`src/gb_map_pkg.sv`:
```
`default_nettype none

package gb_map_pkg;

	// -------------------------------------------------------------------
	// io register addresses
	// -------------------------------------------------------------------
	localparam logic [15:0] addr_joyp = 16'hff00; // P1 joypad select
	localparam logic [15:0] addr_div  = 16'hff04; // timer block starts here
	localparam logic [15:0] addr_tima = 16'hff05;
	localparam logic [15:0] addr_tma  = 16'hff06;
	localparam logic [15:0] addr_tac  = 16'hff07;
	localparam logic [15:0] addr_if   = 16'hff0f; // interrupt flags
	localparam logic [15:0] addr_key1 = 16'hff4d; // colour speed switch
	localparam logic [15:0] addr_svbk = 16'hff70; // colour wram bank
	localparam logic [15:0] addr_ie   = 16'hffff; // interrupt enable

	// ram windows
	localparam logic [1:0] iram_base_bits = 2'b11;     // c000 and up
	localparam logic [8:0] zpram_page     = 9'h1ff;    // ff80 - fffe

	// interrupt vectors, bit 0 first
	localparam logic [7:0] vec_vblank = 8'h40;
	localparam logic [7:0] vec_lcd    = 8'h48;
	localparam logic [7:0] vec_timer  = 8'h50;
	localparam logic [7:0] vec_serial = 8'h58;
	localparam logic [7:0] vec_joypad = 8'h60;
	localparam logic [7:0] vec_none   = 8'h55; // nothing pending

	localparam logic [7:0] open_bus  = 8'hff;
	localparam int         irq_count = 5;

	// divider bit per TAC rate code 00..11
	localparam int tac_tap_bits [0:3] = '{9, 3, 5, 7};

	localparam logic [2:0] svbk_reset = 3'd1;
	localparam logic [1:0] p54_reset  = 2'b11; // both groups deselected

endpackage

`default_nettype wire

```
`src/gb_types_pkg.sv`:
```
`default_nettype none

package gb_types_pkg;

	// -------------------------------------------------------------------
	// plain widths
	// -------------------------------------------------------------------
	typedef logic [7:0]  byte_t;
	typedef logic [15:0] cpu_addr_t;
	typedef logic [gb_map_pkg::irq_count-1:0] irq_mask_t; // one bit per source
	typedef logic [2:0]  wram_bank_t;
	typedef logic [14:0] iram_addr_t;  // 32k physical
	typedef logic [15:0] div_count_t;  // DIV is the upper byte

	// -------------------------------------------------------------------
	// bus and selects
	// -------------------------------------------------------------------
	typedef struct packed {
		cpu_addr_t addr;
		byte_t     wdata;
		logic      rd;
		logic      wr;     // commits on the rising edge
	} cpu_bus_t;

	typedef struct packed {
		logic joyp;
		logic timer;   // ff04 - ff07
		logic intf;
		logic ie;
		logic key1;
		logic svbk;
		logic iram;    // c000 - fdff incl. echo
		logic zpram;   // ff80 - fffe
	} gb_sel_t;

	// KEY1 speed switch
	typedef enum logic [1:0] {
		spd_normal,
		spd_normal_armed,
		spd_double,
		spd_double_armed
	} speed_state_t;

endpackage

`default_nettype wire

```
`src/gb_joypad.sv`:
```
`timescale 1ns/1ps
`default_nettype none

module gb_joypad (
	input  wire                         clk_cpu,
	input  wire                         reset,
	input  wire gb_types_pkg::cpu_bus_t bus,
	input  wire gb_types_pkg::gb_sel_t  sel,
	input  wire gb_types_pkg::byte_t    joystick,  // active high buttons
	output logic [5:0]                  joy_p54,
	output logic                        joy_irq,
	output gb_types_pkg::byte_t         joy_rdata
);

	logic [1:0] p54;       // P15 P14 select, low selects
	logic [3:0] joy_dir;   // down up left right
	logic [3:0] joy_btn;   // start select b a
	logic [7:0] lines_d;
	logic [7:0] lines_d2;

	assign joy_dir = ~{joystick[3], joystick[2], joystick[1], joystick[0]} | {4{p54[0]}};
	assign joy_btn = ~{joystick[7], joystick[6], joystick[5], joystick[4]} | {4{p54[1]}};
	assign joy_p54 = {p54, joy_dir & joy_btn};

	always_ff @(posedge clk_cpu) begin
		if (reset) begin
			p54      <= gb_map_pkg::p54_reset;
			lines_d  <= 8'hff;  // released
			lines_d2 <= 8'hff;
		end else begin
			if (sel.joyp && bus.wr)
				p54 <= bus.wdata[5:4];
			lines_d  <= {joy_dir, joy_btn};
			lines_d2 <= lines_d;
		end
	end

	assign joy_irq   = |(~lines_d & lines_d2);  // any line fell
	assign joy_rdata = {2'b11, joy_p54};

endmodule

`default_nettype wire

```
`config.mk`:
```
export PLATFORM = sky130hd
export DESIGN_NAME = gb_joypad
export DESIGN_NICKNAME = d
export VERILOG_FILES = /design/src/gb_map_pkg.sv /design/src/gb_types_pkg.sv /design/src/gb_joypad.sv
export SDC_FILE = /design/constraint.sdc
export NUM_CORES = 1
export LEC_CHECK = 0
export ABC_AREA = 1
export BUFFER_PORTS_ARGS = -buffer_cell sky130_fd_sc_hd__buf_4
export CORE_UTILIZATION = 39
export DETAILED_ROUTE_END_ITERATION = 7
export HOLD_SLACK_MARGIN = 0.02
export PLACE_DENSITY = 0.82
export RECOVER_POWER = 50
export SYNTH_ARGS = -nofsm -noshare
export SYNTH_HDL_FRONTEND = slang
export SYNTH_SLANG_ARGS = --single-unit
```
`constraint.sdc`:
```
create_clock -name clk_cpu -period 2.1 [get_ports clk_cpu]
set_input_delay 0.21 -clock clk_cpu [delete_from_list [all_inputs] [get_ports clk_cpu]]
set_output_delay 0.21 -clock clk_cpu [all_outputs]
set_load 0.05 [all_outputs]
```
## Yosys cells after proc, flatten, opt, wreduce, memory -nomap -nowiden

Index checks and enable logic that the tools add are counted.

- Output and inout bits: 15
- Bits in read-only memories: 0
- Input port bits: 44
- RAM bits: 0
- Bits in latches: 0
- Memories kept: 0
- Register bits after elaboration: 18
- Logic and storage cells: 12

- $mul: 0
- Shift-type cells: 0
- Muxes and demuxes: 0
- Div/mod/pow operators: 0
- Reductions and logical operators: 2
- Bitwise logic cells: 7
- Eq/ne operators: 0
- $add $sub $neg: 0
- Magnitude comparators: 0

Operators with widths:

| kind | number |
|---|---|
| AND 8 bit | 1 |
| NOT 4 bit | 2 |
| NOT 8 bit | 1 |
| OR 4 bit | 2 |
| OR reduction 8 bit | 1 |
| AND 4 bit | 1 |
| logical AND 1 bit | 1 |

## Depth between registers and ports, before layout

- Depth after elaboration: 3
- Gate-level depth with buffers: 5
- Depth with buffers taken out: 5

## Worst setup path after synthesis

No wires, ideal clock.

- Kind: register to output
- From: register p54[1]
- To: output port joy_rdata[0]
- Data arrival time: 1.598 ns
- Cell stages (with the launch flop): 6
- Setup slack: 0.292 ns
- Path buffers: 1
- Data required time: 1.890 ns
- Cells stage by stage: dfxtp_1 > inv_1 > nand2_1 > nand2_1 > inv_1 > buf_4

- Word-level cells in the longest chain between the ends: 2

Ends and longest elaborated chain:

| element | line | source |
|---|---|---|
| from (decl) | gb_joypad.sv:15 | `logic [1:0] p54;` |
| from (signal assigned) | gb_joypad.sv:27 | `p54 <= gb_map_pkg::p54_reset;` |
| from (signal assigned) | gb_joypad.sv:32 | `p54 <= bus.wdata[5:4];` |
| OR 4 bit | gb_joypad.sv:22 | `assign joy_btn = ~{joystick[7], joystick[6], joystick[5], joystick[4]} \| {4{p54[1]}};` |
| AND 4 bit | gb_joypad.sv:23 | `assign joy_p54 = {p54, joy_dir & joy_btn};` |
| to (decl) | gb_joypad.sv:12 | `output gb_types_pkg::byte_t joy_rdata` |

Every way passes these cells.

## Worst setup path after layout

- From: register p54[0]
- To: output port joy_p54[1]

- Word-level cells in the longest chain between the ends: 2

Ends and longest elaborated chain:

| element | line | source |
|---|---|---|
| OR 4 bit | gb_joypad.sv:21 | `assign joy_dir = ~{joystick[3], joystick[2], joystick[1], joystick[0]} \| {4{p54[0]}};` |
| AND 4 bit | gb_joypad.sv:23 |  |
| to (decl) | gb_joypad.sv:10 | `output logic [5:0] joy_p54,` |

Every way passes these cells.

==> impl_metrics.csv <==
group,metric,value,unit
run_status,outcome,"completed",
sta,slew_viol_final,0,
global_routing,grt_pass1_vias,507,
placement,place_ws,1.003,ns
flow_run,max_cap_viol_count,0,
final_layout,drive_gt1_share,28.45,%
sta,hold_viol_final,0,
global_routing,grt_max_degree,19,
sta,tns,0,ns
floorplan,ios,59,
global_routing,overflow,0,
floorplan,num_rows,15,
placement,io_buffers,26,
worst_hold_path,min_path_type,"primary input to flop",
synthesis,synth_area,709.4,sq um
sta,period_needed,1.434,ns
synthesis,ys_types,10,
clocking,htreeDepth,1,
worst_setup_path,crit_slowest_cell,"dfxtp_1",
clocking,cts-root-buf,"clkbuf_4",
sta,worst_slack,0.6661,ns
detailed_routing,via_count,552,
worst_setup_path,critPathMaxStageDelay,0.39,ns
floorplan,initial_utilization,41.54,%
clocking,clock_path_buffers,2,
worst_setup_path,worstSetupPathType,"flop to output pin",
detailed_routing,routed_wl,1079,microns
clocking,cts_setup_buffers,0,
worst_setup_path,path_buf_inv,3,
sta,fin_crit_sh,68.28,%
synthesis,ys_seq_elements,18,
placement,dpl.hpwl,855,microns
detailed_routing,drc,0,
sta,worst_hold_slack,0.1171,ns
sta,fin_skew,0.0003524,ns
detailed_routing,wire_per_inst,7.652,microns
synthesis,synth_top_family_by_area,"simple AND/OR/NAND/NOR gates",
floorplan,core_area,1708,sq um
global_routing,grt_pass1_wl,1849,microns
final_layout,areaGrowthSynthToFinish,26.98,%
detailed_routing,ant_nets,0,
synthesis,synth_fa_ha_area_share,0,%
synthesis,yosysWarnings,0,
clocking,clock-sinks,18,
power_and_ir_drop,vdd_drop_max,404.1,uV
final_layout,nNetsFinal,161,
synthesis,synthXorXnorAreaFrac,0,%
power_and_ir_drop,power_density,801.3,nW/um^2
detailed_routing,viasPerCell,3.915,
detailed_routing,drt_first_pass_iters,4,
synthesis,avgSynthCellArea,7.547,sq um
clocking,clock_latency,0.28,ns
worst_setup_path,crit_fanout,8,
floorplan,die_h,44.65,microns
clocking,cts_made_buffers,3,
final_layout,fill_cells,160,
sta,fmax,0.6974,GHz
detailed_routing,drt_iter0_drc,7,
worst_setup_path,critical_path.cell_chain,"inv_1 > nand2_1 > nand2_1 > inv_1 > buf_4",
worst_setup_path,worst_setup_path_end_kind,"output pin",
synthesis,synthSimpleGateAreaFrac,29.63,%
clocking,path_clk_slew,0.09,ns
clocking,cts_resized,0,
placement,finalWeightedCongestion,0.6819,
worst_setup_path,worstPathRequired,1.89,ns
synthesis,yosysSeqAreaShare,50.79,%
floorplan,fp.dieW,44.65,microns
worst_setup_path,cp-start-kind,"flop",
synthesis,synthCells,94,
global_routing,antenna_found_initial,0,
floorplan,dieArea,1994,sq um
power_and_ir_drop,p_total,0.7219,mW
clocking,tritoncts,"built",
clocking,hold_buffers,0,
worst_setup_path,arrival,1.22,ns
power_and_ir_drop,p_leak,0.5111,nW
sta,setup_violations,0,
synthesis,synth-compound-area-share,0,%
worst_setup_path,crit_family,"buffers and inverters",
final_layout,antenna_cells,0,
sta,rsz0062_at_grt,"no",
global_routing,grt.total_usage,12.69,%
final_layout,fin_util,52.75,%
synthesis,post_synth_mux_area_share,0,%
[final cells by class]
cell class / instances / area [sq um] / share of cell area (%)
clock buffers: 4 / 36.28 / 4.028
inverters: 16 / 60.06 / 6.667
multi-input cells: 52 / 217.7 / 24.17
flip-flops and latches: 18 / 360.3 / 40.00
well taps: 25 / 31.28 / 3.472
repair buffers: 26 / 195.2 / 21.67
[worst register-to-register path, cell delays in order, from the launching register on]
cell and delay [ns]:
dfxtp_1 0.35, inv_1 0.19, nand3_1 0.10
[registers in the layout, summed over array words and instances, names as in the netlist]
name,flops
lines_d,8
lines_d2,8
p54,2
[synth_stat cells]
cell type / count / area share (%)
conb_1: 1 / 0.53
dfxtp_1: 18 / 51
buf_8: 1 / 2.1
inv_1: 14 / 7.4
nand3_2: 2 / 2.8
buf_4: 8 / 8.5
nor2_1: 2 / 1.1
inv_2: 2 / 1.1
nand2_1: 38 / 20
nand3_1: 8 / 5.6
[per-layer routing]
metal / vias up / global-route usage (%) / wire length, microns
met5: - / 0 / 0
met4: 0 / 7.273 / 0
met3: 0 / 2.449 / 92
met2: 25 / 22.65 / 510
met1: 219 / 13.85 / 476
li1: 308 / - / -
[kinds of logic after synthesis]
logic type	Yosys count
AND/OR/NAND/NOR	50
other	1
flip-flops	18
buffers and inverters	25
[path summary, 6_finish.rpt]
path	cells after the start	slack [ns]	startpoint	end
setup / recovery	5	0.67	p54[0]	joy_p54[1]
hold / removal	2	0.12	joystick[4]	lines_d[0]
setup reg to reg	2	1.35	p54[0]	lines_d[7]
hold reg to reg	2	0.43	lines_d[1]	lines_d2[1]
[stage by stage]
step                      std cells  area (sq um)
after floorplan                  95         713.2
after global placement          137         864.6
after detailed placement        137         864.6
after CTS                       141         900.9
after global routing            141         900.9
final                           141         900.9
[cells in the final DEF, fill, tap and decap left out]
cell type and n:
buf_4 26, conb_1 2, nor2_1 2, inv_1 15
dfxtp_1 18, clkbuf_4 3, nand3_2 2, nand3_1 8
clkbuf_8 1, inv_2 1, nand2_1 38
[power breakdown]
group / switching (mW) / total [mW] / internal [mW]
combinational: 0.115 / 0.166 / 0.0504
sequential: 0.00399 / 0.354 / 0.350
clock: 0.0969 / 0.202 / 0.105
Power figures use the tool's default switching activity.
