File: src/gb_map_pkg.sv
`default_nettype none

package gb_map_pkg;

	// -------------------------------------------------------------------
	// io register addresses
	// -------------------------------------------------------------------
	localparam logic [15:0] addr_joyp = 16'hff00; // P1 joypad select
	localparam logic [15:0] addr_div  = 16'hff04; // timer block starts here
	localparam logic [15:0] addr_tima = 16'hff05;
	localparam logic [15:0] addr_tma  = 16'hff06;
	localparam logic [15:0] addr_tac  = 16'hff07;
	localparam logic [15:0] addr_if   = 16'hff0f; // interrupt flags
	localparam logic [15:0] addr_key1 = 16'hff4d; // colour speed switch
	localparam logic [15:0] addr_svbk = 16'hff70; // colour wram bank
	localparam logic [15:0] addr_ie   = 16'hffff; // interrupt enable

	// ram windows
	localparam logic [1:0] iram_base_bits = 2'b11;     // c000 and up
	localparam logic [8:0] zpram_page     = 9'h1ff;    // ff80 - fffe

	// interrupt vectors, bit 0 first
	localparam logic [7:0] vec_vblank = 8'h40;
	localparam logic [7:0] vec_lcd    = 8'h48;
	localparam logic [7:0] vec_timer  = 8'h50;
	localparam logic [7:0] vec_serial = 8'h58;
	localparam logic [7:0] vec_joypad = 8'h60;
	localparam logic [7:0] vec_none   = 8'h55; // nothing pending

	localparam logic [7:0] open_bus  = 8'hff;
	localparam int         irq_count = 5;

	// divider bit per TAC rate code 00..11
	localparam int tac_tap_bits [0:3] = '{9, 3, 5, 7};

	localparam logic [2:0] svbk_reset = 3'd1;
	localparam logic [1:0] p54_reset  = 2'b11; // both groups deselected

endpackage

`default_nettype wire

File: src/gb_types_pkg.sv
`default_nettype none

package gb_types_pkg;

	// -------------------------------------------------------------------
	// plain widths
	// -------------------------------------------------------------------
	typedef logic [7:0]  byte_t;
	typedef logic [15:0] cpu_addr_t;
	typedef logic [gb_map_pkg::irq_count-1:0] irq_mask_t; // one bit per source
	typedef logic [2:0]  wram_bank_t;
	typedef logic [14:0] iram_addr_t;  // 32k physical
	typedef logic [15:0] div_count_t;  // DIV is the upper byte

	// -------------------------------------------------------------------
	// bus and selects
	// -------------------------------------------------------------------
	typedef struct packed {
		cpu_addr_t addr;
		byte_t     wdata;
		logic      rd;
		logic      wr;     // commits on the rising edge
	} cpu_bus_t;

	typedef struct packed {
		logic joyp;
		logic timer;   // ff04 - ff07
		logic intf;
		logic ie;
		logic key1;
		logic svbk;
		logic iram;    // c000 - fdff incl. echo
		logic zpram;   // ff80 - fffe
	} gb_sel_t;

	// KEY1 speed switch
	typedef enum logic [1:0] {
		spd_normal,
		spd_normal_armed,
		spd_double,
		spd_double_armed
	} speed_state_t;

endpackage

`default_nettype wire

File: src/gb_irq_ctrl.sv
`timescale 1ns/1ps
`default_nettype none

module gb_irq_ctrl (
	input  wire                         clk_cpu,
	input  wire                         reset,
	input  wire gb_types_pkg::cpu_bus_t bus,
	input  wire gb_types_pkg::gb_sel_t  sel,
	input  wire                         irq_ack,
	input  wire                         timer_irq,
	input  wire                         joy_irq,
	output logic                        irq_n,
	output gb_types_pkg::byte_t         irq_vec,
	output gb_types_pkg::byte_t         if_rdata,
	output gb_types_pkg::byte_t         ie_rdata
);

	gb_types_pkg::irq_mask_t if_r;
	gb_types_pkg::irq_mask_t ie_r;
	gb_types_pkg::irq_mask_t pending;
	gb_types_pkg::irq_mask_t set_mask;
	gb_types_pkg::irq_mask_t ack_clear;
	gb_types_pkg::irq_mask_t if_next;
	logic                    ack_d;  // irq_ack one cycle back

	assign pending  = if_r & ie_r;
	assign irq_n    = ~|pending;              // low while anything enabled is set
	assign set_mask = {joy_irq, 1'b0, timer_irq, 2'b00}; // bits 4 and 2, serial only by write

	// lowest set bit of pending, cleared when ack drops
	assign ack_clear = (ack_d && !irq_ack) ? (pending & (~pending + 1'b1)) : '0;
	assign if_next   = (if_r | set_mask) & ~ack_clear;

	// priority vector, bit 0 highest
	always_comb begin
		casez (pending)
			5'b????1: irq_vec = gb_map_pkg::vec_vblank;
			5'b???10: irq_vec = gb_map_pkg::vec_lcd;
			5'b??100: irq_vec = gb_map_pkg::vec_timer;
			5'b?1000: irq_vec = gb_map_pkg::vec_serial;
			5'b10000: irq_vec = gb_map_pkg::vec_joypad;
			default:  irq_vec = gb_map_pkg::vec_none;
		endcase
	end

	always_ff @(posedge clk_cpu) begin
		if (reset) begin
			if_r  <= '0;
			ie_r  <= '0;
			ack_d <= 1'b0;
		end else begin
			ack_d <= irq_ack;
			if_r  <= if_next;
			if (sel.intf && bus.wr)
				if_r <= bus.wdata[gb_map_pkg::irq_count-1:0]; // cpu write wins
			if (sel.ie && bus.wr)
				ie_r <= bus.wdata[gb_map_pkg::irq_count-1:0];
		end
	end

	assign if_rdata = {3'b111, if_r};  // unused bits read high
	assign ie_rdata = {3'b000, ie_r};

endmodule

`default_nettype wire

File: config.mk
export PLATFORM = sky130hd
export DESIGN_NAME = gb_irq_ctrl
export DESIGN_NICKNAME = d
export VERILOG_FILES = /design/src/gb_map_pkg.sv /design/src/gb_types_pkg.sv /design/src/gb_irq_ctrl.sv
export SDC_FILE = /design/constraint.sdc
export NUM_CORES = 1
export LEC_CHECK = 0
export ABC_AREA = 1
export ABC_CLOCK_PERIOD_IN_PS = 1100
export BUFFER_PORTS_ARGS = -buffer_cell sky130_fd_sc_hd__buf_4
export CAP_MARGIN = 25
export CORE_AREA = 8 8 52 54
export DETAILED_ROUTE_END_ITERATION = 8
export DIE_AREA = 0 0 60 62
export PLACE_DENSITY = 0.74
export RECOVER_POWER = 50
export REMOVE_ABC_BUFFERS = 1
export SKIP_CTS_REPAIR_TIMING = 1
export SYNTH_ARGS = -nofsm -noshare
export SYNTH_HDL_FRONTEND = slang
export SYNTH_SLANG_ARGS = --single-unit
File: constraint.sdc
create_clock -name clk_cpu -period 1.1 [get_ports clk_cpu]
set_input_delay 0.165 -clock clk_cpu [delete_from_list [all_inputs] [get_ports clk_cpu]]
set_output_delay 0.165 -clock clk_cpu [all_outputs]
set_load 0.02 [all_outputs]
# Word-level counts from Yosys, hierarchy flattened
# Index checks and enable logic that the tools add are counted.
# op_classes
div_mod_pow,0
order_cmp,0
n_reduce_logical,6
mul,0
eq_ne,4
n_shift,0
n_mux,3
addsub,1
bitwise,6
# op_table
cell,count
$pmux 6 s5,1
$and 5x5->5,3
$mux 5,2
$not 5->5,2
$add 5x1->5 const B,1
$eq 5x5->1 const B,1
$or 5x5->5,1
$reduce_or 5->1,1
$eq 4x4->1 const B,1
$eq 3x3->1 const B,1
$logic_and 1x1->1,3
$eq 2x2->1 const B,1
$logic_not 1->1,2
# totals
ramBits,0
rom_bits,0
mem_count,0
latchBits,0
ff_bits,11

# Depth between registers and ports, before layout
# logic_depth
word_depth,8
depth_mapped,6

# Least setup slack after synthesis
# Ideal clock, no wire load.
# synth_path
kind,register to output
from,reg if_r[2]
to,out irq_vec[2]
n_path_buf,1
path_slack_ns,-0.564
arrival_ns,1.499
path_stages_with_launch,6
cell_sequence,dfxtp_1 nand2_1 nand2_2 nor2_2 nor3_1 buf_4
# synth_between
elab_chain_len,3
# synth_lines
item,line,text
start: declaration,gb_irq_ctrl.sv:18,gb_types_pkg::irq_mask_t if_r;
start signal: assignment,gb_irq_ctrl.sv:53,if_r <= if_next;
start signal: assignment,gb_irq_ctrl.sv:55,if_r <= bus.wdata[gb_map_pkg::irq_count-1:0];
$and 5x5->5 (*),gb_irq_ctrl.sv:26,assign pending = if_r & ie_r;
"$eq 5x5->1, or another cell as far along",gb_irq_ctrl.sv:36,casez (pending)
$pmux 6 s5 (*),gb_irq_ctrl.sv:36,
end: declaration,gb_irq_ctrl.sv:13,"output gb_types_pkg::byte_t irq_vec,"
# Every way passes the cells marked *; elsewhere a longest branch is shown, timed or not.

# Worst setup path in the final report
# layout_path
from,reg if_r[2]
to,out irq_vec[3]
# Same word-level chain as after synthesis.

==> results.cfg <==
[critical_path]
cp-endpoint = irq_vec[3]
worst_r2r_path_depth = 7
worstSetupPathType = flip-flop to primary output
startpoint = if_r[2]
cp-start-kind = flip-flop
rrSetupSlack_ns = 0.10
reg2reg_from = if_r[1]
crit_required_ns = 0.94
worst_r2r_endpoint = if_r[3]
worstSetupEndpointType = primary output
arrival_ns = 1.21
crit_fanout = 3

[route]
firstDrtPassIters = 4
ant_nets = 0
drt_wl_total_um = 1700
drc_errors = 0
drt_iter0_drc = 4
routed_via_density = 4.24
wl_per_cell_um = 11.3
vias = 640

[clock_tree]
cts-root-buf = clkbuf_4
cts_inserted_buffers = 3
clkLatencyLatePin_ns = 0.27
tritoncts = done
path_clk_slew_ns = 0.07
htree_levels = 1
cts_num_sinks = 11
cts_max_path_buffers = 2

[pwr]
max-vdd-ir-drop_uv = 689
power-per-cell-area_nw_per_um2 = 1130
p_seq_frac = 0.427
pwr-share-clk = 0.264
p_sw_uw = 346
p_leak_nw = 0.479
p_sw_frac = 0.326
combinationalPowerShare = 0.308
intPower_uw = 714
finalPower_mw = 1.06

[die]
die_h_um = 62
fp.dieW_um = 60
num_rows = 16
dieArea_um2 = 3720
ios = 64
core_um2 = 1900
start_util = 0.311

[synthesis]
synth_simple_gate_area_share = 0.292
synthMuxAreaShare = 0
synth_area_per_cell_um2 = 7.05
synth_xor_area_frac = 0
synth_cell_types = 18
yosysWarnings = 0
synth_compound_area_frac = 0.165
syn_area_um2 = 592
synth_adder_area_share = 0
synth_top_family_by_area = simple AND/OR/NAND/NOR gates
syn_inst = 84
ys_seq_area_frac = 0.372
yosys_register_bits = 11

[finish]
stdcell_area_um2 = 941
regArea_um2 = 231
final_util = 0.495
drive_gt1_frac = 0.508
diodes = 0
nNetsFinal = 164
final_cell_mix = 38 x buf_4, 13 x nor2_1, 9 x nand2_1, 9 x conb_1, 9 x dfxtp_2
final_common_cell = buf_4
num-fill-cells = 205
area_growth_pct = 59.0
multi_input_area_um2 = 342

[timing]
hold-worst-slack_ns = 0.0554
finalHoldViolations = 0
maxSlewViolCount = 0
setup_viol = 6
timing.fmax_mhz = 730
rsz0062_at_grt = true
fin_crit_sh = 1.25
setup_slack_ns = -0.270
skew_ns = 0.00236
finalWorstPathRequiredPeriod_ns = 1.37

[placed_design]
postPlaceCellArea_um2 = 855
hpwl_um = 1380
place.gp.congestion = 0.790
numPortBuffers = 28
place_ws_ns = -0.0393

[global_route]
grt_pass1_wl_um = 2650
grt-ovfl-total = 0
antenna_found_initial = 0
grt_pass1_vias = 626
grt_max_degree = 11
grt_usage = 0.0934

[status]
violations = negative setup slack
status = finished, violations left

[min_path]
hold_path.class = primary input to flip-flop

[run]
cap_violations = 0
==> metal layers <==
layer	vias up	part of all wire	track usage
met4	0	0.011	0.0408
met3	2	0.12	0.0412
met5	-	0	0
met2	29	0.44	0.146
met1	275	0.43	0.108
li1	334	-	-
==> sequential cells by signal (all words and copies together), names as in the netlist <==
name	count
ie_r	5
if_r	5
ack_d	1
==> worst min path at each step <==
| stage | from | end | slack, ns | cells after the start |
|---|---|---|---|---|
| after floorplan | reset | ack_d | 0.24 | 1 |
| final | reset | ack_d | 0.06 | 2 |
| after detailed placement | reset | ack_d | 0.34 | 2 |
| after global routing | reset | ack_d | 0.06 | 2 |
| after CTS | reset | ack_d | 0.05 | 2 |
| after global placement | reset | ack_d | 0.33 | 2 |
==> synth_stat cells (all sizes together) <==
| cell | n | share of area |
|---|---|---|
| a21o | 1 | 0.013 |
| a21oi | 7 | 0.059 |
| buf | 10 | 0.13 |
| clkinv | 1 | 0.0063 |
| conb | 2 | 0.013 |
| dfxtp | 11 | 0.37 |
| inv | 4 | 0.025 |
| nand2 | 16 | 0.14 |
| nand3 | 2 | 0.017 |
| nor2 | 15 | 0.10 |
| nor3 | 3 | 0.025 |
| o21ai | 11 | 0.093 |
| or2 | 1 | 0.011 |
==> cells by family after synthesis <==
logic type | after synthesis
and+or+nand+nor | 37
AOI/OAI and AO/OA | 19
buffers and inverters | 15
DFF | 11
other | 2
==> critical path, stage by stage, from the launching register on <==
cell,delay [ns]
dfxtp_2,0.33
buf_4,0.13
a21oi_1,0.19
a21o_1,0.15
buf_4,0.14
==> through the flow <==
stage / cells / setup TNS [ns]
floorplan: 81 / -1.78
global placement: 145 / 0
detailed placement: 145 / -0.0747
CTS: 149 / -1.57
global route: 151 / -1.87
finish: 151 / -1.44
==> power groups by stage <==
| stage | clock network [mW] | logic [mW] | registers (mW) |
|---|---|---|---|
| after floorplan | 0 | 0.122 | 0.489 |
| after global placement | 0 | 0.305 | 0.453 |
| after detailed placement | 0 | 0.312 | 0.454 |
| after CTS | 0.284 | 0.312 | 0.445 |
| after global routing | 0.319 | 0.356 | 0.457 |
| final | 0.280 | 0.327 | 0.453 |
==> area by class of cell <==
type,count,share of cell area
clock buffers,4,0.0279
inverters,5,0.0199
multi-input cells,65,0.363
flip-flops and latches,11,0.246
well taps,27,0.0359
repair buffers,39,0.307
Note: power is estimated with default switching activity, not from simulation.
