--- src/gb_map_pkg.sv ---
`default_nettype none

package gb_map_pkg;

	// -------------------------------------------------------------------
	// io register addresses
	// -------------------------------------------------------------------
	localparam logic [15:0] addr_joyp = 16'hff00; // P1 joypad select
	localparam logic [15:0] addr_div  = 16'hff04; // timer block starts here
	localparam logic [15:0] addr_tima = 16'hff05;
	localparam logic [15:0] addr_tma  = 16'hff06;
	localparam logic [15:0] addr_tac  = 16'hff07;
	localparam logic [15:0] addr_if   = 16'hff0f; // interrupt flags
	localparam logic [15:0] addr_key1 = 16'hff4d; // colour speed switch
	localparam logic [15:0] addr_svbk = 16'hff70; // colour wram bank
	localparam logic [15:0] addr_ie   = 16'hffff; // interrupt enable

	// ram windows
	localparam logic [1:0] iram_base_bits = 2'b11;     // c000 and up
	localparam logic [8:0] zpram_page     = 9'h1ff;    // ff80 - fffe

	// interrupt vectors, bit 0 first
	localparam logic [7:0] vec_vblank = 8'h40;
	localparam logic [7:0] vec_lcd    = 8'h48;
	localparam logic [7:0] vec_timer  = 8'h50;
	localparam logic [7:0] vec_serial = 8'h58;
	localparam logic [7:0] vec_joypad = 8'h60;
	localparam logic [7:0] vec_none   = 8'h55; // nothing pending

	localparam logic [7:0] open_bus  = 8'hff;
	localparam int         irq_count = 5;

	// divider bit per TAC rate code 00..11
	localparam int tac_tap_bits [0:3] = '{9, 3, 5, 7};

	localparam logic [2:0] svbk_reset = 3'd1;
	localparam logic [1:0] p54_reset  = 2'b11; // both groups deselected

endpackage

`default_nettype wire

--- src/gb_types_pkg.sv ---
`default_nettype none

package gb_types_pkg;

	// -------------------------------------------------------------------
	// plain widths
	// -------------------------------------------------------------------
	typedef logic [7:0]  byte_t;
	typedef logic [15:0] cpu_addr_t;
	typedef logic [gb_map_pkg::irq_count-1:0] irq_mask_t; // one bit per source
	typedef logic [2:0]  wram_bank_t;
	typedef logic [14:0] iram_addr_t;  // 32k physical
	typedef logic [15:0] div_count_t;  // DIV is the upper byte

	// -------------------------------------------------------------------
	// bus and selects
	// -------------------------------------------------------------------
	typedef struct packed {
		cpu_addr_t addr;
		byte_t     wdata;
		logic      rd;
		logic      wr;     // commits on the rising edge
	} cpu_bus_t;

	typedef struct packed {
		logic joyp;
		logic timer;   // ff04 - ff07
		logic intf;
		logic ie;
		logic key1;
		logic svbk;
		logic iram;    // c000 - fdff incl. echo
		logic zpram;   // ff80 - fffe
	} gb_sel_t;

	// KEY1 speed switch
	typedef enum logic [1:0] {
		spd_normal,
		spd_normal_armed,
		spd_double,
		spd_double_armed
	} speed_state_t;

endpackage

`default_nettype wire

--- src/gb_timer.sv ---
`timescale 1ns/1ps
`default_nettype none

module gb_timer (
	input  wire                         clk_cpu,
	input  wire                         reset,
	input  wire gb_types_pkg::cpu_bus_t bus,
	input  wire gb_types_pkg::gb_sel_t  sel,
	output logic                        timer_irq,
	output gb_types_pkg::byte_t         timer_rdata
);

	gb_types_pkg::div_count_t divider_count;  // free running
	gb_types_pkg::byte_t      tima;
	gb_types_pkg::byte_t      tma;            // reload value
	logic [2:0]               tac;            // enable + rate
	logic                     tap_bit;
	logic                     tap_en;
	logic                     tap_d;
	logic                     tima_tick;

	// -------------------------------------------------------------------
	// rate select
	// -------------------------------------------------------------------
	always_comb begin
		case (tac[1:0])
			2'd0:    tap_bit = divider_count[gb_map_pkg::tac_tap_bits[0]]; // 4096 Hz
			2'd1:    tap_bit = divider_count[gb_map_pkg::tac_tap_bits[1]];
			2'd2:    tap_bit = divider_count[gb_map_pkg::tac_tap_bits[2]];
			default: tap_bit = divider_count[gb_map_pkg::tac_tap_bits[3]];
		endcase
	end

	assign tap_en    = tap_bit && tac[2];
	assign tima_tick = tap_d && !tap_en;  // falling edge of gated tap

	always_ff @(posedge clk_cpu) begin
		if (reset) begin
			divider_count <= '0;
			tima          <= '0;
			tma           <= '0;
			tac           <= '0;
			tap_d         <= 1'b0;
			timer_irq     <= 1'b0;
		end else begin
			divider_count <= divider_count + 1'b1;
			tap_d         <= tap_en;
			timer_irq     <= 1'b0;
			if (tima_tick) begin
				if (tima == 8'hff) begin
					tima      <= tma;   // overflow reload
					timer_irq <= 1'b1;
				end else
					tima <= tima + 1'b1;
			end
			if (sel.timer && bus.wr) begin
				case (bus.addr[1:0])
					2'd0:    divider_count <= '0;   // any write clears DIV
					2'd1:    tima <= bus.wdata;
					2'd2:    tma <= bus.wdata;
					default: tac <= bus.wdata[2:0];
				endcase
			end
		end
	end

	// register reads
	always_comb begin
		case (bus.addr[1:0])
			2'd0:    timer_rdata = divider_count[15:8];
			2'd1:    timer_rdata = tima;
			2'd2:    timer_rdata = tma;
			default: timer_rdata = {5'b11111, tac};
		endcase
	end

endmodule

`default_nettype wire

--- config.mk ---
export PLATFORM = sky130hd
export DESIGN_NAME = gb_timer
export DESIGN_NICKNAME = d
export VERILOG_FILES = /design/src/gb_map_pkg.sv /design/src/gb_types_pkg.sv /design/src/gb_timer.sv
export SDC_FILE = /design/constraint.sdc
export NUM_CORES = 1
export LEC_CHECK = 0
export ABC_CLOCK_PERIOD_IN_PS = 3200
export BUFFER_PORTS_ARGS = -buffer_cell sky130_fd_sc_hd__buf_2
export CAP_MARGIN = 10
export CORE_MARGIN = 2
export CORE_UTILIZATION = 36
export CTS_BUF_LIST = sky130_fd_sc_hd__clkbuf_8
export CTS_CLUSTER_DIAMETER = 30
export CTS_CLUSTER_SIZE = 40
export DETAILED_ROUTE_END_ITERATION = 12
export GPL_TIMING_DRIVEN = 0
export SYNTH_ARGS = -nofsm -noshare
export SYNTH_HDL_FRONTEND = slang
export SYNTH_SLANG_ARGS = --single-unit
--- constraint.sdc ---
create_clock -name clk_cpu -period 3.2 [get_ports clk_cpu]
set_clock_uncertainty 0.05 [all_clocks]
set_input_delay 0.16 -clock clk_cpu [delete_from_list [all_inputs] [get_ports clk_cpu]]
set_output_delay 0.16 -clock clk_cpu [all_outputs]
set_load 0.01 [all_outputs]
* Word-level counts from Yosys, hierarchy flattened
Cells that the tools add are included.
** Operators by class
- Multipliers :: 0
- Magnitude comparators :: 0
- Shift operators :: 0
- Multiplexer cells :: 9
- Equality and inequality tests :: 5
- $add $sub $neg :: 2
- Reductions and logical operators :: 10
- Divide/modulo/power cells :: 0
- Bitwise gates (word level) :: 2
** Operator list (count)
- $mux 16 :: 2
- $mux 8 :: 4
- $pmux 8 s3 :: 1
- $add 16x1->16 const B :: 1
- $add 8x1->8 const B :: 1
- $eq 8x8->1 const B :: 1
- $eq 2x1->1 const B :: 2
- $eq 2x2->1 const B :: 2
- $logic_not 2->1 :: 2
- $reduce_and 2->1 :: 2
- $logic_and 1x1->1 :: 3
- $pmux 1 s3 :: 1
- $reduce_or 3->1 :: 1
- $not 1->1 :: 2
- $reduce_or 2->1 :: 1
- $logic_not 1->1 :: 1
- $mux 1 :: 1
** Storage, ports and cells
- ROM bits :: 0
- Latch bits :: 0
- Bits in writable memories :: 0
- Memories kept :: 0
- Input bits :: 36
- Register bits :: 37
- Word-level logic and storage cells :: 34

* Longest topological paths before layout
- Depth after elaboration :: 8
- Mapped depth :: 6
- Gate-level depth less buffers :: 5

* Worst setup path before layout
No wires, ideal clock.
- Path type :: register to register
- From :: register tima[0]
- To :: register tima[0]
- Period minus slack after synthesis :: 1.668 ns
- Path buffers :: 1
- Library setup time :: 0.122 ns
- Path slack :: 1.532 ns
- Cell stages (with the launch flop) :: 7
- Data arrival time :: 1.496 ns
- Cell sequence :: dfxtp_1 -> ha_1 -> nand3_1 -> clkbuf_1 -> nor3_1 -> a21oi_1 -> o311a_1
** On the way
- Word-level cells in the longest chain between the ends :: 5
- Elaborated cells between the ends (all ways) :: 6
** Ends and longest elaborated chain
- start, declared :: line gb_timer.sv:14 : gb_types_pkg::byte_t tima;
- start signal, assigned :: line gb_timer.sv:51 : tima <= tma;
- start signal, assigned :: line gb_timer.sv:54 : tima <= tima + 1'b1;
- start signal, assigned :: line gb_timer.sv:59 : 2'd1: tima <= bus.wdata;
- $add 8x1->8 or $eq 8x8->1 (tied branches) :: line gb_timer.sv:54, gb_timer.sv:50
- $mux 8 :: line gb_timer.sv:50 : if (tima == 8'hff) begin
- $mux 8 (*) :: line gb_timer.sv:49 : if (tima_tick) begin
- $mux 8 :: line gb_timer.sv:57 : case (bus.addr[1:0])
- $mux 8 (*) :: line gb_timer.sv:56 : if (sel.timer && bus.wr) begin
Mark *: on every way between the ends. The rest lies on a longest branch, timed or not.
A chain may end at the register's enable or synchronous reset.

* Final worst setup path
- From :: register tima[0]
- To :: register tima[6]
** On the way
- Word-level cells in the longest chain between the ends :: 5
- Elaborated cells between the ends (all ways) :: 6
** Ends and longest elaborated chain (line)
- $add 8x1->8 or $eq 8x8->1 (tied branches) :: gb_timer.sv:54, gb_timer.sv:50
- $mux 8 (*) :: gb_timer.sv:50
- $mux 8 (*) :: gb_timer.sv:49
- $mux 8 :: gb_timer.sv:57
- $mux 8 (*) :: gb_timer.sv:56
Marked as above.

==> metrics.md <==
| Metric | Value |
|---|---|
| Outcome | `finished clean` |
| Warnings, synthesis | `0` |
| WHS Endpoint | `tima[6]$_SDFF_PP0_` |
| Worst-Margin Slew | `0.720 ns` |
| Maximum clock path buffer count | `2` |
| I/O Buffers | `19` |
| Synth-to-layout area growth | `13.2%` |
| Layout cells sized above 1 | `16.8%` |
| Mean Syn Cell Area | `8.52 sq um` |
| Max Clk Rate | `502 MHz` |
| H-tree Lvls | `2` |
| R2R Path Start | `tima[0]$_SDFF_PP0_` |
| Post-CTS Setup Bufs | `0` |
| Hold Buf Count CTS | `0` |
| Min-delay src | `bus[8]` |
| Row count | `27` |
| Final Hold Viols | `0` |
| EDFF count, synth | `0` |
| Leading area contributor after synthesis | `dfxtp_1` |
| Post-layout min period | `1.99 ns` |
| Final RePlAce weighted congestion | `0.849` |
| Register area share after synthesis | `37.0%` |
| CTS tree | `done` |
| Post-synth top cells | `dfxtp_1, nand2_1, nor2_1` |
| Sink Count | `37` |
| Post-synth ARST share | `0%` |
| FF-to-FF setup slack | `1.21 ns` |
| Mapped Cells | `235` |
| Power per cell area | `378 nW/um^2` |
| Routed WL | `4930 microns` |
| CP required | `3.31 ns` |
| Routed len/inst | `14.7 microns` |
| Pin count of the biggest net entering global routing | `11` |
| Top post-synthesis cells by area | `dfxtp_1, nand2_1, nor2_1, a21oi_1, mux4_2` |
| Worst-case reg-to-reg path depth | `5` |
| Final setup TNS | `0 ns` |
| FF+latch count, synth | `37` |
| CP arrival | `2.10 ns` |
| Die area | `6170 sq um` |
| Detail Placement HPWL | `3580 microns` |
| Drt initial violations | `156` |
| Leakage | `0.807 nW` |
| Drt drc | `0` |
| Die W | `78.6 microns` |
| HP Class | `input port to flop` |
| Reg-to-reg endpoint | `tima[6]$_SDFF_PP0_` |
| VDD IR max | `0.000179 V` |
| Prevailing post-synth register cell | `dfxtp_1` |
| DR vias/cell | `5.44` |
| Final Setup Violations | `0` |
| Worst-Skew Late Latency | `0.29 ns` |
| Synth unique cells | `48` |
| Max_slew headroom | `51.8%` |
| Via Count | `1818` |
| Mapped cell area | `2000 sq um` |
| Global-route wire length before repair | `8000 microns` |
| Final #Nets | `299` |
| Inserted Diodes | `0` |
| Slew Viols, Final | `0` |
| Starting Density | `36.8%` |
| Final hold slack | `0.0469 ns` |
| Tcrit/Tclk final | `62.3%` |
| Hold Path Cell Cnt | `3` |
| Crit Path Category | `flop to flop` |
| Num CTS Buffers | `5` |
| Crit Path Max Fanout | `10` |
| Syn nets | `273` |
| Initial antenna violation count | `0` |
| All-Layer GR Usage | `16.7%` |
| Root Driver | `clkbuf_8` |
| Setup repair after global routing missed its margin | `false` |
| TritonRoute pass-1 iters | `4` |
| Area of the core | `5440 sq um` |
| MaxCap Viol Count | `0` |
| Top-count cell post-synth | `dfxtp_1` |
| I/O pins | `45` |
| Worst Setup End Kind | `flop` |
| Grt total ovfl | `0` |
| Post-route ant nets | `0` |
| Die Y | `78.6 microns` |
| Vias in the first global route | `1620` |
| Worst-path clk slew | `0.07 ns` |
| Startpoint Class | `flop` |
| Post-CTS sizing | `0` |
| Synth top area share | `37.0%` |
## placed cells by master, fill, tap and decap left out, drive strengths merged, types with 8 or more instances in the layout
cell and n:
a21oi 16, o21ai 9, dfxtp 37, nor2 23, nand2 28, clkbuf 15
nand4 8, inv 10, buf 23, nand3 12
## cell families after synthesis
| group | Yosys count | share of synthesized area (%) |
|---|---|---|
| simple gates | 99 | 24.8 |
| compound gates | 52 | 19.0 |
| flops | 37 | 37.0 |
| buf+inv | 21 | 4.56 |
| mux | 13 | 8.62 |
| xor+xnor | 11 | 4.81 |
| fa+ha+maj | 2 | 1.25 |
## per-stage QoR
| step | area (sq um) | utilization [%] | std cells | power (W) | setup WS (ns) |
|---|---|---|---|---|---|
| finish | 2270 | 41.7 | 334 | 0.000857 | 1.21 |
| global route | 2270 | 41.7 | 334 | 0.000902 | 1.08 |
| CTS | 2270 | 41.7 | 334 | 0.000875 | 1.23 |
| detailed placement | 2190 | 40.2 | 326 | 0.000566 | 1.23 |
| global placement | 2190 | 40.2 | 326 | 0.000565 | 1.23 |
| floorplan | 2000 | - | 235 | 0.000537 | 1.53 |
## sequential cells by signal (all words and copies together), names as in the netlist
name           count
divider_count     16
tac                3
tap_d              1
tima               8
timer_irq          1
tma                8
## critical path, stage by stage, from the launching register on
cell	delay, ns
dfxtp_1	0.51
ha_1	0.28
nand3_1	0.20
clkbuf_1	0.27
a2111oi_0	0.45
o41ai_1	0.10
## routing by layer
metal	vias up	global-route usage [%]	wire length [microns]
li1	911	-	-
met4	0	6.14	70
met3	7	4.14	239
met5	-	0	0
met1	845	23.8	2450
met2	55	24.3	2170
## worst max-delay path by stage
stage / startpoint / end / slack, ns
floorplan: tima[0]$_SDFF_PP0_ / tima[0]$_SDFF_PP0_ / 1.53
global placement: tima[0]$_SDFF_PP0_ / tima[6]$_SDFF_PP0_ / 1.23
detailed placement: tima[0]$_SDFF_PP0_ / tima[6]$_SDFF_PP0_ / 1.23
CTS: tima[0]$_SDFF_PP0_ / tima[6]$_SDFF_PP0_ / 1.23
global route: tima[0]$_SDFF_PP0_ / tima[0]$_SDFF_PP0_ / 1.08
finish: tima[0]$_SDFF_PP0_ / tima[6]$_SDFF_PP0_ / 1.21
## power breakdown
| group | internal, W | switching [W] |
|---|---|---|
| logic | 0.0000312 | 0.0000450 |
| registers | 0.000470 | 0.0000101 |
| clock network | 0.000145 | 0.000156 |
## area by class of cell
type | instances | area, sq um
buffer | 14 | 65.1
clock buffer | 5 | 68.8
timing repair buffer | 19 | 95.1
sequential | 37 | 741
fill | 562 | 3170
inverter | 7 | 26.3
clock inverter | 3 | 11.3
tap | 72 | 90.1
multi-input combinational | 177 | 1170
No activity file was read; power rests on OpenSTA's default activity.
