$ cat config.mk
export PLATFORM = sky130hd
export DESIGN_NAME = gb_speed_fsm
export DESIGN_NICKNAME = d
export VERILOG_FILES = /design/src/gb_map_pkg.sv /design/src/gb_types_pkg.sv /design/src/gb_speed_fsm.sv
export SDC_FILE = /design/constraint.sdc
export NUM_CORES = 1
export LEC_CHECK = 0
export ABC_AREA = 1
export BUFFER_PORTS_ARGS = -buffer_cell sky130_fd_sc_hd__buf_2
export CAP_MARGIN = 5
export CORE_AREA = 10 10 47 49
export DETAILED_ROUTE_END_ITERATION = 6
export DIE_AREA = 0 0 57 59
export PLACE_DENSITY_LB_ADDON = 0.25
export SYNTH_ARGS = -nofsm -noshare
export SYNTH_HDL_FRONTEND = slang
export SYNTH_SLANG_ARGS = --single-unit
$ cat constraint.sdc
create_clock -name clk_cpu -period 0.8 [get_ports clk_cpu]
set_input_delay 0.08 -clock clk_cpu [delete_from_list [all_inputs] [get_ports clk_cpu]]
set_output_delay 0.08 -clock clk_cpu [all_outputs]
set_load 0.05 [all_outputs]
$ cat src/gb_map_pkg.sv
`default_nettype none

package gb_map_pkg;

	// -------------------------------------------------------------------
	// io register addresses
	// -------------------------------------------------------------------
	localparam logic [15:0] addr_joyp = 16'hff00; // P1 joypad select
	localparam logic [15:0] addr_div  = 16'hff04; // timer block starts here
	localparam logic [15:0] addr_tima = 16'hff05;
	localparam logic [15:0] addr_tma  = 16'hff06;
	localparam logic [15:0] addr_tac  = 16'hff07;
	localparam logic [15:0] addr_if   = 16'hff0f; // interrupt flags
	localparam logic [15:0] addr_key1 = 16'hff4d; // colour speed switch
	localparam logic [15:0] addr_svbk = 16'hff70; // colour wram bank
	localparam logic [15:0] addr_ie   = 16'hffff; // interrupt enable

	// ram windows
	localparam logic [1:0] iram_base_bits = 2'b11;     // c000 and up
	localparam logic [8:0] zpram_page     = 9'h1ff;    // ff80 - fffe

	// interrupt vectors, bit 0 first
	localparam logic [7:0] vec_vblank = 8'h40;
	localparam logic [7:0] vec_lcd    = 8'h48;
	localparam logic [7:0] vec_timer  = 8'h50;
	localparam logic [7:0] vec_serial = 8'h58;
	localparam logic [7:0] vec_joypad = 8'h60;
	localparam logic [7:0] vec_none   = 8'h55; // nothing pending

	localparam logic [7:0] open_bus  = 8'hff;
	localparam int         irq_count = 5;

	// divider bit per TAC rate code 00..11
	localparam int tac_tap_bits [0:3] = '{9, 3, 5, 7};

	localparam logic [2:0] svbk_reset = 3'd1;
	localparam logic [1:0] p54_reset  = 2'b11; // both groups deselected

endpackage

`default_nettype wire

$ cat src/gb_types_pkg.sv
`default_nettype none

package gb_types_pkg;

	// -------------------------------------------------------------------
	// plain widths
	// -------------------------------------------------------------------
	typedef logic [7:0]  byte_t;
	typedef logic [15:0] cpu_addr_t;
	typedef logic [gb_map_pkg::irq_count-1:0] irq_mask_t; // one bit per source
	typedef logic [2:0]  wram_bank_t;
	typedef logic [14:0] iram_addr_t;  // 32k physical
	typedef logic [15:0] div_count_t;  // DIV is the upper byte

	// -------------------------------------------------------------------
	// bus and selects
	// -------------------------------------------------------------------
	typedef struct packed {
		cpu_addr_t addr;
		byte_t     wdata;
		logic      rd;
		logic      wr;     // commits on the rising edge
	} cpu_bus_t;

	typedef struct packed {
		logic joyp;
		logic timer;   // ff04 - ff07
		logic intf;
		logic ie;
		logic key1;
		logic svbk;
		logic iram;    // c000 - fdff incl. echo
		logic zpram;   // ff80 - fffe
	} gb_sel_t;

	// KEY1 speed switch
	typedef enum logic [1:0] {
		spd_normal,
		spd_normal_armed,
		spd_double,
		spd_double_armed
	} speed_state_t;

endpackage

`default_nettype wire

$ cat src/gb_speed_fsm.sv
`timescale 1ns/1ps
`default_nettype none

module gb_speed_fsm (
	input  wire                         clk_cpu,
	input  wire                         reset,
	input  wire gb_types_pkg::cpu_bus_t bus,
	input  wire gb_types_pkg::gb_sel_t  sel,
	input  wire                         is_gbc,
	input  wire                         stop,
	output logic                        speed,
	output gb_types_pkg::byte_t         key1_rdata
);

	gb_types_pkg::speed_state_t state;
	gb_types_pkg::speed_state_t state_next;
	logic                       armed;

	assign speed = (state == gb_types_pkg::spd_double) ||
		(state == gb_types_pkg::spd_double_armed);
	assign armed = (state == gb_types_pkg::spd_normal_armed) ||
		(state == gb_types_pkg::spd_double_armed);

	always_comb begin
		state_next = state;
		if (stop && armed)  // STOP executes the switch and disarms
			state_next = speed ? gb_types_pkg::spd_normal : gb_types_pkg::spd_double;
		else if (sel.key1 && bus.wr && is_gbc) begin
			if (speed)
				state_next = bus.wdata[0] ? gb_types_pkg::spd_double_armed
					: gb_types_pkg::spd_double;
			else
				state_next = bus.wdata[0] ? gb_types_pkg::spd_normal_armed
					: gb_types_pkg::spd_normal;
		end
	end

	always_ff @(posedge clk_cpu) begin
		if (reset)
			state <= gb_types_pkg::spd_normal;
		else
			state <= state_next;
	end

	assign key1_rdata = {speed, 6'h3f, armed};

endmodule

`default_nettype wire

=== Yosys cells after proc, flatten, opt, wreduce, memory -nomap -nowiden ===
Cells that the tools add are included.
W data, S select, Z words.

* Eq/ne operators: 3
* Muxes and demuxes: 6
* Reduce and logical (&&, ||, !) cells: 6

{| class="wikitable"
|+ Operator list
! operator !! count
|-
| $mux W2 || 4
|-
| $eq A2 B2 Y1 const B || 2
|-
| $logic_and A1 B1 Y1 || 3
|-
| $eq A2 B1 Y1 const B || 1
|-
| $logic_or A1 B1 Y1 || 2
|-
| $mux W1 || 2
|-
| $reduce_bool A2 Y1 || 1
|}

* Register bits after elaboration: 2
* Bits of input ports: 38
* Output and inout port bits: 9

=== Depth between registers and ports, before layout ===
Gate-level depths: netlist of the first run.

* Depth in word-level cells: 5
* Depth in mapped cells: 4
* Mapped depth without buffers: 4

=== Worst setup path after synthesis of the first run ===
Ideal clock, no wire load.

* Path kind: reg2out
* From: register state[1]
* To: output key1_rdata[7]
* Arrival time: 1.097 ns
* Required time: 0.720 ns
* Path slack: -0.377 ns
* Cell stages (with the launch flop): 3
* Buffers on the path: 2
* Path through: dfxtp_1 > clkbuf_1 > buf_4

* Cells in the longest elaborated chain, start to end: 2

{| class="wikitable"
|+ RTL lines
! element !! RTL line !! RTL
|-
| start, declared || gb_speed_fsm.sv:15 || <nowiki>gb_types_pkg::speed_state_t state;</nowiki>
|-
| start signal, assigned || gb_speed_fsm.sv:40 || <nowiki>state <= gb_types_pkg::spd_normal;</nowiki>
|-
| start signal, assigned || gb_speed_fsm.sv:42 || <nowiki>state <= state_next;</nowiki>
|-
| $eq A2 B2 Y1, on equally long branches || gb_speed_fsm.sv:19, gb_speed_fsm.sv:20 ||
|-
| $logic_or A1 B1 Y1 * || gb_speed_fsm.sv:19 || <nowiki>assign speed = (state == gb_types_pkg::spd_double) ||</nowiki>
|-
| end, declared || gb_speed_fsm.sv:12 || <nowiki>output gb_types_pkg::byte_t key1_rdata</nowiki>
|}

Every way passes the cells marked *; elsewhere a longest branch is shown, timed or not.

=== Worst setup path in the final report of the first run ===
* From: register state[1]
* To: output speed

* Cells in the longest elaborated chain, start to end: 2

{| class="wikitable"
|+ RTL lines
! element !! RTL line !! RTL
|-
| $eq A2 B2 Y1, on equally long branches || gb_speed_fsm.sv:19, gb_speed_fsm.sv:20 ||
|-
| $logic_or A1 B1 Y1 * || gb_speed_fsm.sv:19 ||
|-
| end, declared || gb_speed_fsm.sv:11 || <nowiki>output logic speed,</nowiki>
|}

Marks and branches as above.

==> results of run 1 <==
## through the flow
stage	area, um2	worst slack [ps]	utilization	cells
CTS	246.5	-24.64	0.1759	49
floorplan	202.7	43.03	-	31
detailed placement	186.4	59.31	0.1330	46
global route	254.0	-50.61	0.1813	50
finish	254.0	-12.03	0.1813	50
global placement	186.4	58.26	0.1330	46
## logic make-up (layout without fill, tap and decap cells)
kind of cell / after synthesis / count (layout) / share of synthesized area
buf+inv: 13 / 16 / 0.4633
other cells: 1 / 6 / 0.02204
simple gates: 8 / 8 / 0.2206
compound gates: 2 / 2 / 0.05883
flops: 2 / 2 / 0.2353
## cells in the final DEF, fill, tap and decap left out
master	count
nand2_1	4
a21oi_1	2
nand4_1	1
buf_8	3
buf_4	1
nor2_1	1
dfxtp_4	2
nand3b_1	1
conb_1	6
buf_2	6
clkbuf_4	3
inv_1	3
nand3_1	1
## worst min-delay path by stage
stage | startpoint | to | cells past startpoint
floorplan | reset | state[1] | 1
global placement | reset | state[1] | 2
detailed placement | reset | state[1] | 2
CTS | reset | state[1] | 2
global route | reset | state[1] | 2
finish | reset | state[1] | 2
## synthesized netlist by cell type
master	n
a21oi_1	2
buf_4	8
clkbuf_1	2
conb_1	1
dfxtp_1	2
inv_1	3
nand2_1	4
nand3_1	1
nand3b_1	1
nand4_1	1
nor2_1	1
## per-layer routing
metal	routed length [um]	part of all wire	up-vias	track usage
li1	-	-	82	-
met1	169	0.37	66	0.02491
met2	217	0.48	11	0.04031
met3	48	0.11	2	0.02790
met4	14	0.031	0	0.06040
met5	0	0	-	0
## power by group
part	switching, mW	leakage, nW	total (mW)	internal, mW
registers	0.00653	0.0178	0.108	0.102
clock network	0.0546	0.0138	0.220	0.165
logic	0.104	0.0971	0.141	0.0376
## layout make-up
type                    instances  area share
repair buffers                 10      0.3251
multi-input cells              16      0.2759
flip-flops and latches          2      0.1872
clock buffers                   3     0.08867
well taps                      16     0.07882
inverters                       3     0.04433
## timing repair
item                                    4_1_cts  5_1_grt
resized for setup                            13        0
buffers inserted                              0        1
endpoints found under the setup margin        3        3
hold buffers                                  0        0
==> flow_summary.ini, run 1 <==
[die]
start_util = 0.1214
die_y_um = 59
die_w_um = 57
row_count = 14
dieArea_um2 = 3363
core_um2 = 1401
io_pins = 47

[critical_path]
critical_path_arrival_ps = 730
reg2reg_to = state[0]
path_max_fanout = 4
r2r-start = state[0]
cp_data_required_time_ps = 720
reg2reg_setup_slack_ps = 60
crit_chain = buf_8
end_kind = output port
reg2regPathDepth = 5
critPathKind = reg -> out
start_kind = flip-flop
cp_num_cells = 1
crit_end = speed
max_stage_delay_ps = 360
crit_slowest_cell = dfxtp_4
crit_family = flip-flops
crit_buf_inv = 1
critPathLaunch = state[1]

[clock_tree]
cts_tree = yes
cts.path.max_buffers = 2
clk_pin_slew_ps = 30
h-tree-depth = 1
clock-root-buffer = clkbuf_4
clk_latency_ps = 220
cts_buffers = 3
clock-sinks = 2

[global_routing]
track_usage = 0.03369
overflow = 0
grt_pass1_wl_um = 752
antenna_found_initial = 0
grt_max_degree = 6
first_global_vias = 194

[synthesis]
synth_cells = 26
syn_area_um2 = 170.2
ys_ff_latch = 2
avgSynthCellArea_um2 = 6.545
synth.top_cell.area_share = 0.3529
yosysWarnings = 0
synth_top_cells_by_area = buf_4 (35%), dfxtp_1 (24%), nand2_1 (8.8%)
yosysUniqueCellTypes = 11
synth_top_cell_by_area = buf_4
seq_area_frac_synth = 0.2353

[timing]
fin_worst_skew_ps = 2.557
worst_slack_ps = -12.03
hold_slack_ps = 23.28
timing.setup.tns_ps = -23.45
hold_violations = 0
fin_crit_ps = 812.0
drv_slew = 0
fmax_mhz = 1231
setup_violations = 2
timing.final.crit_share = 1.015
rsz0062_at_grt = true

[place]
dp_hpwl_um = 374.4
gp_congestion = 0.5845
port_buffers = 9

[route]
via_count = 161
routed_wl_um = 451
drc_errors = 0
viasPerCell = 3.220
dr.pass1.iters = 4
wl_per_cell_um = 9.020
first_iter_violations = 6
drtAntennaViolNets = 0

[finish]
fillers = 164
largest_register = state
drive_gt1_frac = 0.4412
num_antenna_cells = 0
regArea_um2 = 47.55
largest_register_ff_count = 2
multiInputGateArea_um2 = 70.07
reg_top3 = state x2
nets = 74
area_growth_pct = 49.27

[pwr]
power_density_nw_per_um2 = 1848
peakVddDrop_mv = 0.2446
finalPower_mw = 0.4694
leakage_nw = 0.1287

[outcome]
failed_checks = setup timing
status = finished with violations

[job]
cap_viol_max_count = 0

[hold_path]
holdCritPathClass = in -> reg
(Power assumes the default switching activity.)
==> run 2: changes to the inputs <==
--- a/config.mk
+++ b/config.mk
@@ -9,7 +9,7 @@
 export BUFFER_PORTS_ARGS = -buffer_cell sky130_fd_sc_hd__buf_2
 export CAP_MARGIN = 5
-export CORE_AREA = 10 10 47 49
+export CORE_AREA = 2 2 39 41
 export DETAILED_ROUTE_END_ITERATION = 6
-export DIE_AREA = 0 0 57 59
+export DIE_AREA = 0 0 41 43
 export PLACE_DENSITY_LB_ADDON = 0.25
 export SYNTH_ARGS = -nofsm -noshare
==> constraint.sdc (replaced) <==
create_clock -name clk_cpu -period 0.8 [get_ports clk_cpu]
set_input_delay 0.16 -clock clk_cpu [delete_from_list [all_inputs] [get_ports clk_cpu]]
set_output_delay 0.16 -clock clk_cpu [all_outputs]
set_load 0.05 [all_outputs]
==> flow_summary.ini, run 2 (synthesis results as in run 1) <==
[outcome]
status = finished with violations
failed_checks = setup timing

[place]
gp_congestion = 0.6409
port_buffers = 9
dp_hpwl_um = 239.1

[global_routing]
grt_pass1_wl_um = 476
first_global_vias = 139
track_usage = 0.05105
antenna_found_initial = 0
grt_max_degree = 5
overflow = 0

[timing]
fmax_mhz = 1125
fin_worst_skew_ps = 0.1001
drv_slew = 0
fin_crit_ps = 889.0
worst_slack_ps = -88.95
timing.final.crit_share = 1.111
rsz0062_at_grt = true
setup_violations = 3
hold_violations = 0
hold_slack_ps = 101.0

[clock_tree]
post_cts_buffers = 0
h-tree-depth = 1
clk_pin_slew_ps = 30
cts_tree = yes
clock-sinks = 2
clk_latency_ps = 220
cts_buffers = 3
clock-root-buffer = clkbuf_4
cts.path.max_buffers = 2

[critical_path]
critPathKind = reg -> out
end_kind = output port
crit_family = flip-flops
path_max_fanout = 4
start_kind = flip-flop
cp_data_required_time_ps = 640
crit_buf_inv = 1
crit_slowest_cell = dfxtp_4
reg2reg_setup_slack_ps = 50
max_stage_delay_ps = 360
critical_path_arrival_ps = 730
crit_chain = buf_8

[finish]
reg_top3 = state x2
largest_register = state
fin_util = 0.1835
nets = 74
largest_register_ff_count = 2
drive_gt1_frac = 0.4412
area_growth_pct = 49.27
num_antenna_cells = 0
layout_common_cells = conb_1 (6), buf_2 (6), nand2_1 (4)

[route]
routed_wl_um = 296
first_iter_violations = 5
viasPerCell = 3.100
dr.pass1.iters = 4
via_count = 155
drtAntennaViolNets = 0
wl_per_cell_um = 5.920
drc_errors = 0

[die]
die_y_um = 43
die_w_um = 41
core_um2 = 1384
start_util = 0.1230
row_count = 14
io_pins = 47
dieArea_um2 = 1763

[job]
cap_viol_max_count = 0

[pwr]
leakage_nw = 0.1287
peakVddDrop_mv = 0.2612
power_density_nw_per_um2 = 1858

[hold_path]
holdCritPathClass = in -> reg
[run 2: cell counts in the layout (fill, tap and decap cells not counted)]
No cell type changed its count.
[run 2: routing by layer]
layer	part of all wire	track usage	wire length, um
met1	0.33	0.03822	98
met2	0.47	0.05625	139
met3	0.16	0.06283	46
met4	0.037	0.06000	11
met5	0	0	0
[run 2: path summary, 6_finish.rpt]
| path | end | from | cells past startpoint |
|---|---|---|---|
| max | speed | state[1] | 1 |
| min | state[1] | reset | 2 |
| min reg2reg | state[1] | state[1] | 2 |
| max reg2reg | state[1] | state[0] | 4 |
[run 2: layout make-up]
type,instances,area (um2)
clock buffers,3,22.52
fillers,160,1130
inverters,3,11.26
multi-input cells,16,70.07
flip-flops and latches,2,47.55
well taps,16,20.02
repair buffers,10,82.58
[run 2: metrics by stage]
step / power, mW / setup TNS [ps] / instance area, um2 / std cells / setup slack [ps]
final: 0.4718 / -257.5 / 254.0 / 50 / -88.95
after detailed placement: 0.2378 / 0 / 195.2 / 47 / 8.864
after global placement: 0.2376 / 0 / 195.2 / 47 / 11.19
after global routing: 0.5032 / -332.4 / 254.0 / 50 / -115.8
after floorplan: 0.2513 / 0 / 219.0 / 31 / 7.067
after CTS: 0.4894 / -305.3 / 251.5 / 50 / -102.3
[run 2: where the power goes]
| group | internal [mW] | leakage, nW | switching, mW |
|---|---|---|---|
| Combinational | 0.0376 | 0.0971 | 0.102 |
| Clock | 0.166 | 0.0138 | 0.0586 |
| Sequential | 0.102 | 0.0178 | 0.00639 |
| Total | 0.305 | 0.129 | 0.167 |
[run 2: repair_timing]
action	4_1_cts	5_1_grt
pin swaps	0	1
hold endpoints to repair	0	0
setup endpoints to repair	3	3
hold buffers	0	0
gates resized for setup	11	1
